<file path="src/design/dma_pkg.sv">
package dma_pkg;

    // ==============================
    // widths and constants
    // ==============================

    typedef logic [31:0] addr_t;
    typedef logic [31:0] data_t;
    typedef logic [7:0]  burst_len_t;   // beats minus one, as on the bus.
    typedef logic [1:0]  resp_t;

    localparam int word_bytes_log2 = 2;  // a beat is one 32-bit word.
    localparam int max_burst = 256;

    // ==============================
    // channel payloads
    // ==============================

    // used for both AR and AW.
    typedef struct packed {
        addr_t      addr;
        burst_len_t len;
    } axi_ar_t;

    typedef struct packed {
        data_t data;
        resp_t resp;
        logic  last;
    } axi_r_t;

    typedef struct packed {
        data_t data;
        logic  last;
    } axi_w_t;

    typedef struct packed {
        addr_t       src;
        addr_t       dst;
        logic [15:0] count;   // in words.
    } copy_cmd_t;

    typedef enum logic [1:0] {IDLE, LOAD, BUSY} seq_state_t;
    typedef enum logic [1:0] {R_IDLE, R_DO_AR, R_DO_R} rd_state_t;
    typedef enum logic [1:0] {W_IDLE, W_DO_AW, W_DO_W, W_DO_B} wr_state_t;

endpackage
</file>
<file path="src/design/dma_copy_top.sv">
`timescale 1ns/1ps

module dma_copy_top
    import dma_pkg::*;
#(
    parameter int COUNT_WIDTH = 16,   // at most the 16 bits of the command count.
    parameter int FIFO_DEPTH  = 16
) (
    input  logic      clk,
    input  logic      rst,

    input  logic      cmd_valid,
    output logic      cmd_ready,
    input  copy_cmd_t cmd,
    output logic      done,

    output logic      ar_valid,
    input  logic      ar_ready,
    output axi_ar_t   ar,
    input  logic      r_valid,
    output logic      r_ready,
    input  axi_r_t    r,
    output logic      aw_valid,
    input  logic      aw_ready,
    output axi_ar_t   aw,
    output logic      w_valid,
    input  logic      w_ready,
    output axi_w_t    w,
    input  logic      b_valid,
    output logic      b_ready,
    input  resp_t     b_resp
);

    // ==============================
    // internal channels
    // ==============================

    logic                   read_addr_valid, read_addr_ready;
    addr_t                  read_addr;
    logic                   read_count_valid, read_count_ready;
    logic [COUNT_WIDTH-1:0] read_count;
    logic                   write_addr_valid, write_addr_ready;
    addr_t                  write_addr;
    logic                   write_count_valid, write_count_ready;
    logic [COUNT_WIDTH-1:0] write_count;

    logic                   read_data_valid, read_data_ready;
    data_t                  read_data;
    logic                   write_data_valid, write_data_ready;
    data_t                  write_data;
    logic                   r_idle, w_idle;

    copy_sequencer #(.COUNT_WIDTH(COUNT_WIDTH)) u_sequencer (.*);

    simple_dma #(.COUNT_WIDTH(COUNT_WIDTH)) u_dma (.*);

    stream_fifo #(.FIFO_DEPTH(FIFO_DEPTH)) u_fifo (
        .clk       (clk),
        .rst       (rst),
        .in_valid  (read_data_valid),
        .in_ready  (read_data_ready),
        .in_data   (read_data),
        .out_valid (write_data_valid),
        .out_ready (write_data_ready),
        .out_data  (write_data)
    );

endmodule

</file>
<file path="src/design/simple_dma.sv">
`timescale 1ns/1ps

module simple_dma
    import dma_pkg::*;
#(
    parameter int COUNT_WIDTH = 16
) (
    input  logic                   clk,
    input  logic                   rst,

    input  logic                   read_addr_valid,
    output logic                   read_addr_ready,
    input  addr_t                  read_addr,
    input  logic                   read_count_valid,
    output logic                   read_count_ready,
    input  logic [COUNT_WIDTH-1:0] read_count,
    input  logic                   write_addr_valid,
    output logic                   write_addr_ready,
    input  addr_t                  write_addr,
    input  logic                   write_count_valid,
    output logic                   write_count_ready,
    input  logic [COUNT_WIDTH-1:0] write_count,

    output logic                   read_data_valid,
    input  logic                   read_data_ready,
    output data_t                  read_data,
    input  logic                   write_data_valid,
    output logic                   write_data_ready,
    input  data_t                  write_data,

    output logic                   ar_valid,
    input  logic                   ar_ready,
    output axi_ar_t                ar,
    input  logic                   r_valid,
    output logic                   r_ready,
    input  axi_r_t                 r,
    output logic                   aw_valid,
    input  logic                   aw_ready,
    output axi_ar_t                aw,
    output logic                   w_valid,
    input  logic                   w_ready,
    output axi_w_t                 w,
    input  logic                   b_valid,
    output logic                   b_ready,

    output logic                   r_idle,
    output logic                   w_idle
);

    rd_state_t r_state, r_state_next;
    wr_state_t w_state, w_state_next;

    addr_t                  rd_addr, wr_addr;
    logic [COUNT_WIDTH-1:0] rd_count, wr_count;   // words not yet requested.
    burst_len_t             rd_len, wr_len;
    logic [8:0]             rd_beats, wr_beats;
    burst_len_t             beats_left;           // W beats still due in this burst.

    logic ar_fire, r_fire, aw_fire, w_fire, b_fire;
    logic read_addr_fire, read_count_fire, write_addr_fire, write_count_fire;

    // bursts are capped at 256 beats, the remainder goes in the next one.
    function automatic burst_len_t next_len(input logic [COUNT_WIDTH-1:0] left);
        logic [31:0] wide;
        wide = 32'(left);
        if (wide >= max_burst) begin
            return burst_len_t'(max_burst - 1);
        end
        return burst_len_t'(wide - 32'd1);
    endfunction

    assign ar_fire = ar_valid && ar_ready;
    assign r_fire  = r_valid && r_ready;
    assign aw_fire = aw_valid && aw_ready;
    assign w_fire  = w_valid && w_ready;
    assign b_fire  = b_valid && b_ready;

    assign read_addr_fire   = read_addr_valid && read_addr_ready;
    assign read_count_fire  = read_count_valid && read_count_ready;
    assign write_addr_fire  = write_addr_valid && write_addr_ready;
    assign write_count_fire = write_count_valid && write_count_ready;

    assign rd_len   = next_len(rd_count);
    assign wr_len   = next_len(wr_count);
    assign rd_beats = {1'b0, rd_len} + 9'd1;
    assign wr_beats = {1'b0, wr_len} + 9'd1;

    // ==============================
    // read half
    // ==============================

    always_comb begin
        case (r_state)
            R_IDLE:  r_state_next = read_count_fire && read_count != '0 ? R_DO_AR : R_IDLE;
            R_DO_AR: r_state_next = ar_fire ? R_DO_R : R_DO_AR;
            R_DO_R: begin
                if (r_fire && r.last) begin
                    r_state_next = rd_count != '0 ? R_DO_AR : R_IDLE;
                end else begin
                    r_state_next = R_DO_R;
                end
            end
            default: r_state_next = R_IDLE;
        endcase
    end

    always_ff @(posedge clk) begin
        if (rst) begin
            r_state  <= R_IDLE;
            rd_count <= '0;
        end else begin
            r_state <= r_state_next;
            if (ar_fire) begin
                rd_count <= rd_count - COUNT_WIDTH'(rd_beats);
            end else if (read_count_fire) begin
                rd_count <= read_count;
            end
        end
    end

    always_ff @(posedge clk) begin
        if (ar_fire) begin
            rd_addr <= rd_addr + (addr_t'(rd_beats) << word_bytes_log2);
        end else if (read_addr_fire) begin
            rd_addr <= read_addr;
        end
    end

    assign ar_valid = r_state == R_DO_AR;
    assign ar       = '{addr: rd_addr, len: rd_len};

    // read beats pass straight through to the FIFO.
    assign r_ready         = r_state == R_DO_R && read_data_ready;
    assign read_data_valid = r_state == R_DO_R && r_valid;
    assign read_data       = r.data;

    assign read_addr_ready  = r_state == R_IDLE;
    assign read_count_ready = r_state == R_IDLE;
    assign r_idle           = r_state == R_IDLE;

    // ==============================
    // write half
    // ==============================

    always_comb begin
        case (w_state)
            W_IDLE:  w_state_next = write_count_fire && write_count != '0 ? W_DO_AW : W_IDLE;
            W_DO_AW: w_state_next = aw_fire ? W_DO_W : W_DO_AW;
            W_DO_W:  w_state_next = w_fire && w.last ? W_DO_B : W_DO_W;
            W_DO_B: begin
                if (b_fire) begin
                    w_state_next = wr_count != '0 ? W_DO_AW : W_IDLE;
                end else begin
                    w_state_next = W_DO_B;
                end
            end
            default: w_state_next = W_IDLE;
        endcase
    end

    always_ff @(posedge clk) begin
        if (rst) begin
            w_state    <= W_IDLE;
            wr_count   <= '0;
            beats_left <= '0;
        end else begin
            w_state <= w_state_next;
            if (aw_fire) begin
                wr_count   <= wr_count - COUNT_WIDTH'(wr_beats);
                beats_left <= wr_len;
            end else begin
                if (write_count_fire) begin
                    wr_count <= write_count;
                end
                if (w_fire) begin
                    beats_left <= beats_left - 8'd1;
                end
            end
        end
    end

    always_ff @(posedge clk) begin
        if (aw_fire) begin
            wr_addr <= wr_addr + (addr_t'(wr_beats) << word_bytes_log2);
        end else if (write_addr_fire) begin
            wr_addr <= write_addr;
        end
    end

    assign aw_valid = w_state == W_DO_AW;
    assign aw       = '{addr: wr_addr, len: wr_len};

    assign w_valid          = w_state == W_DO_W && write_data_valid;
    assign write_data_ready = w_state == W_DO_W && w_ready;
    assign w                = '{data: write_data, last: beats_left == 8'd0};

    assign b_ready = w_state == W_DO_B;

    assign write_addr_ready  = w_state == W_IDLE;
    assign write_count_ready = w_state == W_IDLE;
    assign w_idle            = w_state == W_IDLE;

endmodule

</file>
<file path="src/design/copy_sequencer.sv">
`timescale 1ns/1ps

module copy_sequencer
    import dma_pkg::*;
#(
    parameter int COUNT_WIDTH = 16
) (
    input  logic                   clk,
    input  logic                   rst,

    input  logic                   cmd_valid,
    output logic                   cmd_ready,
    input  copy_cmd_t              cmd,

    output logic                   read_addr_valid,
    input  logic                   read_addr_ready,
    output addr_t                  read_addr,
    output logic                   read_count_valid,
    input  logic                   read_count_ready,
    output logic [COUNT_WIDTH-1:0] read_count,
    output logic                   write_addr_valid,
    input  logic                   write_addr_ready,
    output addr_t                  write_addr,
    output logic                   write_count_valid,
    input  logic                   write_count_ready,
    output logic [COUNT_WIDTH-1:0] write_count,

    input  logic                   r_idle,
    input  logic                   w_idle,
    output logic                   done
);

    seq_state_t state;
    copy_cmd_t  cmd_q;
    logic [3:0] pending;    // load channels not yet taken, write count in the top bit.
    logic [3:0] fire;
    logic       load_done;
    logic       zero_count;

    assign fire = {write_count_valid && write_count_ready,
                   write_addr_valid && write_addr_ready,
                   read_count_valid && read_count_ready,
                   read_addr_valid && read_addr_ready};
    assign load_done  = (pending & ~fire) == 4'b0000;
    assign zero_count = read_count == '0;

    assign cmd_ready         = state == IDLE;
    assign read_addr_valid   = state == LOAD && pending[0];
    assign read_count_valid  = state == LOAD && pending[1];
    assign write_addr_valid  = state == LOAD && pending[2];
    assign write_count_valid = state == LOAD && pending[3];

    assign read_addr   = cmd_q.src;
    assign read_count  = cmd_q.count[COUNT_WIDTH-1:0];
    assign write_addr  = cmd_q.dst;
    assign write_count = cmd_q.count[COUNT_WIDTH-1:0];

    always_ff @(posedge clk) begin
        if (cmd_valid && cmd_ready) begin
            cmd_q <= cmd;
        end
    end

    always_ff @(posedge clk) begin
        if (rst) begin
            state   <= IDLE;
            pending <= 4'b0000;
            done    <= 1'b0;
        end else begin
            done <= 1'b0;
            case (state)
                IDLE: begin
                    if (cmd_valid) begin
                        state   <= LOAD;
                        pending <= 4'b1111;
                    end
                end
                LOAD: begin
                    pending <= pending & ~fire;
                    if (load_done) begin
                        // the DMA stays idle on a zero load, so there is nothing to wait for.
                        state <= zero_count ? IDLE : BUSY;
                        done  <= zero_count;
                    end
                end
                BUSY: begin
                    if (r_idle && w_idle) begin
                        state <= IDLE;
                        done  <= 1'b1;
                    end
                end
                default: state <= IDLE;
            endcase
        end
    end

endmodule

</file>
<file path="src/design/stream_fifo.sv">
`timescale 1ns/1ps

module stream_fifo
    import dma_pkg::*;
#(
    parameter int FIFO_DEPTH = 16
) (
    input  logic  clk,
    input  logic  rst,

    input  logic  in_valid,
    output logic  in_ready,
    input  data_t in_data,

    output logic  out_valid,
    input  logic  out_ready,
    output data_t out_data
);

    localparam int PTR_WIDTH = $clog2(FIFO_DEPTH);

    data_t                mem [FIFO_DEPTH];
    logic [PTR_WIDTH:0]   wr_ptr, rd_ptr;   // top bit flips on every wrap.
    logic                 full, empty;
    logic                 push, pop;

    assign empty = wr_ptr == rd_ptr;
    assign full  = wr_ptr[PTR_WIDTH] != rd_ptr[PTR_WIDTH] &&
                   wr_ptr[PTR_WIDTH-1:0] == rd_ptr[PTR_WIDTH-1:0];

    // a full buffer still takes a word when the head leaves in the same cycle.
    assign in_ready  = !full || out_ready;
    assign out_valid = !empty;
    assign out_data  = mem[rd_ptr[PTR_WIDTH-1:0]];

    assign push = in_valid && in_ready;
    assign pop  = out_valid && out_ready;

    always_ff @(posedge clk) begin
        if (push) begin
            mem[wr_ptr[PTR_WIDTH-1:0]] <= in_data;
        end
    end

    always_ff @(posedge clk) begin
        if (rst) begin
            wr_ptr <= '0;
            rd_ptr <= '0;
        end else begin
            if (push) begin
                wr_ptr <= wr_ptr + 1'b1;
            end
            if (pop) begin
                rd_ptr <= rd_ptr + 1'b1;
            end
        end
    end

endmodule

</file>
<file path="config.mk">
export PLATFORM = sky130hd
export DESIGN_NAME = dma_copy_top
export DESIGN_NICKNAME = d
export VERILOG_FILES = /design/src/design/dma_pkg.sv /design/src/design/dma_copy_top.sv /design/src/design/simple_dma.sv /design/src/design/copy_sequencer.sv /design/src/design/stream_fifo.sv
export SDC_FILE = /design/constraint.sdc
export NUM_CORES = 1
export LEC_CHECK = 0
export CORE_MARGIN = 2
export CORE_UTILIZATION = 60
export DETAILED_ROUTE_END_ITERATION = 6
export DONT_BUFFER_PORTS = 1
export PLACE_DENSITY_LB_ADDON = 0.15
export SETUP_SLACK_MARGIN = 0.05
export SLEW_MARGIN = 30
export SYNTH_ARGS = -nofsm -noshare
export SYNTH_HDL_FRONTEND = slang
export SYNTH_SLANG_ARGS = --single-unit
</file>
<file path="constraint.sdc">
create_clock -name clk -period 4.5 [get_ports clk]
set_input_delay 0.225 -clock clk [delete_from_list [all_inputs] [get_ports clk]]
set_output_delay 0.225 -clock clk [all_outputs]
set_load 0.005 [all_outputs]
</file>
==> results by group <==
Die
  • Die Area: 52,600 um^2
  • Die X: about 230 um
  • Core Box Area: 50,200 um^2
  • Initial Util: 0.607
  • IO Count: 245
  • Row cnt: 82
  • Die height: 229 um

Detailed routing
  • Drt initial violations: 1,631
  • Initial DRT Pass Iterations: 7
  • Routed wire length: 68.7 mm
  • Routed vias: 17,041
  • Residual DRC: 0
  • Routed Antenna Nets: 0
  • Vias/cell: 6.31
  • DR WL/cell: 25.4 um

Worst setup path
  • Crit path max fanout: 10
  • Worst Path Required: 4.82 ns
  • Worst EP arrival: ~4.4 ns
  • Top Family by Delay on Critical Path: compound AO/OA/AOI/OAI gates
  • CP Buf/Inv Count: 1
  • Slowest-stage cell, CP: or4_4
  • Worst setup EP type: register
  • WS Path Type: register to register
  • Critical Path Start Type: register
  • Largest stage delay, worst path: about 0.5 ns
  • Cell Chain, Critical Path: nor4_4 > nand2b_1 > or4_4 > nor2_1 > inv_1 > ha_1 > nand2_1 > nor2_1 > a211o_1 > ha_1 > o211ai_1 > o21ai_0 > o221a_2 > o2111ai_1 > xor2_1 > o21ai_0

Final layout
  • Area of the multi-input gates: around 9100 um^2
  • Synthesis-to-finish area growth: 15.2%
  • Share of cells above drive strength 1: 0.177
  • # diodes: 0
  • Most common cell after layout, fill and taps aside: edfxtp_1
  • Register Area: 21,000 um^2
  • Nets@finish: between 2,000 and 2,500
  • Non-filler instance count after layout: about 2,700
  • Fillers: approximately 3,200
  • Fin area: 35,100 um^2
  • Most frequent cells in the layout: 656 x edfxtp_1, 160 x mux4_2, 139 x nand2_1

Clock tree
  • Insertion delay to the later sink of the worst-skew pair: 0.61 ns
  • Clk sink count: 721
  • Num CTS Buffers: 73
  • Root buf cell: clkbuf_16
  • CTS tree: built
  • Max H-tree Level: 3
  • Clock transition at path regs: around 0.06 ns
  • Longest Clk Path Bufs: 3

GRT
  • First-pass GRT wire length: 104 mm
  • Pin count of the biggest net entering global routing: 75
  • Met1 Use GR: 0.356
  • Vias in the first global route: 17,419
  • GR Util All Layers: 0.265
  • Initial antenna violation count: 2
  • GR Layer Usage met2: 0.446
  • Grt met3 use: 0.0493
  • Most Crowded Layer GR: met2
  • Remaining Overflow, GRT: 0

Timing
  • Final setup violation count: 0
  • Rel. slew slack: 0.383
  • RSZ-0062 raised after global routing: yes
  • Min Hold Slack: 0.0381 ns
  • Tcrit/Tclk final: 0.910
  • F_max: 244 MHz
  • Max-slew violations: 0
  • Slew @ Worst Pin: 0.926 ns
  • Tmin final: 4.10 ns
  • Setup TNS: 0 ns
  • Clock Skew: about 0.032 ns
  • Final Hold Vio Count: 0

Placement
  • Post-Place Cell Area: 31,500 um^2
  • DPL Wire Length: 39.2 mm
  • Dpl cells: approximately 2,500
  • IO Port Bufs: 0
  • Gpl congestion: 0.869

Synthesis
  • Cell area after synthesis: 30,500 um^2
  • Ys async rst share: 0
  • Seq/Total Area, Yosys: 0.690
  • Synth cell types: 82
  • FF+latch count, synth: 721
  • Synth area leader: edfxtp_1
  • Avg Inst Size Synth: about 17 um^2
  • Yosys warns: 0
  • Cells after synthesis: approximately 1,800
  • Yosys top cell area share: 0.647
  • Post-synth EDFFs: 656
  • Synth Flop Type: edfxtp_1
  • Top cells by area, synth: edfxtp_1 65%, mux4_2 12%, dfxtp_1 4.3%

Power and ir drop
  • Lkg Pwr: roughly 11 nW
  • Power Density: about 490 nW/um^2
  • Max VDD drop: ~0.44 mV

Run
  • Max Cap Viol: 0

Run status
  • Status: finished, final reports clean

Worst hold path
  • Worst min-delay path category: input port to register
cell type report:
cell class | count | area share
multi-input combinational | 984 | 0.261
sequential | 721 | 0.599
inverter | 34 | 0.00364
tap | 672 | 0.0240
clock inverter | 41 | 0.0115
clock buffer | 88 | 0.0555
timing repair buffer | 162 | 0.0458
state kept, by name, summed over array words and instances, names as in the netlist, named ones only:
| register | count |
|---|---|
| u_dma.beats_left | 8 |
| u_dma.r_state | 2 |
| u_dma.rd_addr | 32 |
| u_dma.rd_count | 16 |
| u_dma.w_state | 2 |
| u_dma.wr_addr | 32 |
| u_dma.wr_count | 16 |
| u_fifo.mem | 512 |
| u_fifo.rd_ptr | 5 |
| u_fifo.wr_ptr | 5 |
| u_sequencer.done | 1 |
| u_sequencer.pending | 4 |
| u_sequencer.read_addr | 32 |
| u_sequencer.read_count | 16 |
| u_sequencer.state | 2 |
| u_sequencer.write_addr | 32 |
routing by layer:
metal	share of wire	up-vias
met4	0.024	4
met1	0.40	8827
met3	0.065	119
met5	0.00036	-
met2	0.51	574
li1	-	7517
cells in the mapped netlist (33+ instances only):
cell	n
edfxtp_1	656
mux4_2	160
nand2_1	140
nor2_1	84
o21ai_0	72
dfxtp_1	65
a21oi_1	60
clkbuf_1	56
xor2_1	56
xnor2_1	52
ha_1	48
inv_1	33
where the power goes:
part / leakage, nW / internal [W] / switching, W / total [W]
sequential: 6.48 / 0.00752 / 0.000154 / 0.00767
clock: 1.15 / 0.00353 / 0.00247 / 0.00600
combinational: 3.76 / 0.00135 / 0.00205 / 0.00340
kinds of logic after synthesis:
kind of cell | after synthesis | share of synthesized area
simple gates | 399 | 0.0663
mux | 166 | 0.120
compound gates | 254 | 0.0537
other cells | 1 | 0.000123
flops | 721 | 0.690
fa+ha+maj | 52 | 0.0224
xor+xnor | 111 | 0.0327
buf+inv | 113 | 0.0150
worst reg2reg max path, stage by stage (launching register included):
cell	delay, ns
dfxtp_1	0.39
nor4_4	0.33
nand2b_1	0.13
or4_4	0.49
nor2_1	0.17
inv_1	0.13
ha_1	0.28
nand2_1	0.08
nor2_1	0.05
a211o_1	0.23
ha_1	0.35
o211ai_1	0.10
o21ai_0	0.31
o221a_2	0.41
o2111ai_1	0.15
xor2_1	0.15
o21ai_0	0.09
worst paths after layout:
kind	startpoint	to	slack, ns	cells past startpoint
worst min register to register	u_sequencer.pending[3]	u_sequencer.pending[3]	0.49	2
worst max register to register	u_dma.rd_count[9]	u_dma.rd_addr[26]	0.40	16
worst max-delay path	u_dma.rd_count[9]	u_dma.rd_addr[26]	0.40	16
worst min-delay path	r_valid	u_fifo.wr_ptr[0]	0.04	4
through the flow:
stage,util,total power (W),setup slack [ns]
finish,0.699,0.0171,0.403
global route,0.699,0.0178,0.0544
CTS,0.698,0.0171,0.113
detailed placement,0.627,0.0110,0.132
global placement,0.627,0.0109,0.226
floorplan,-,0.0102,0.399
repair_timing:
item / in CTS / in global routing
hold buffers: 119 / 0
setup buffers: 0 / 2
endpoints found under the hold margin: 656 / 0
endpoints found under the setup margin: 0 / 22
resized for setup: 0 / 3
Power figures use the tool's default switching activity.
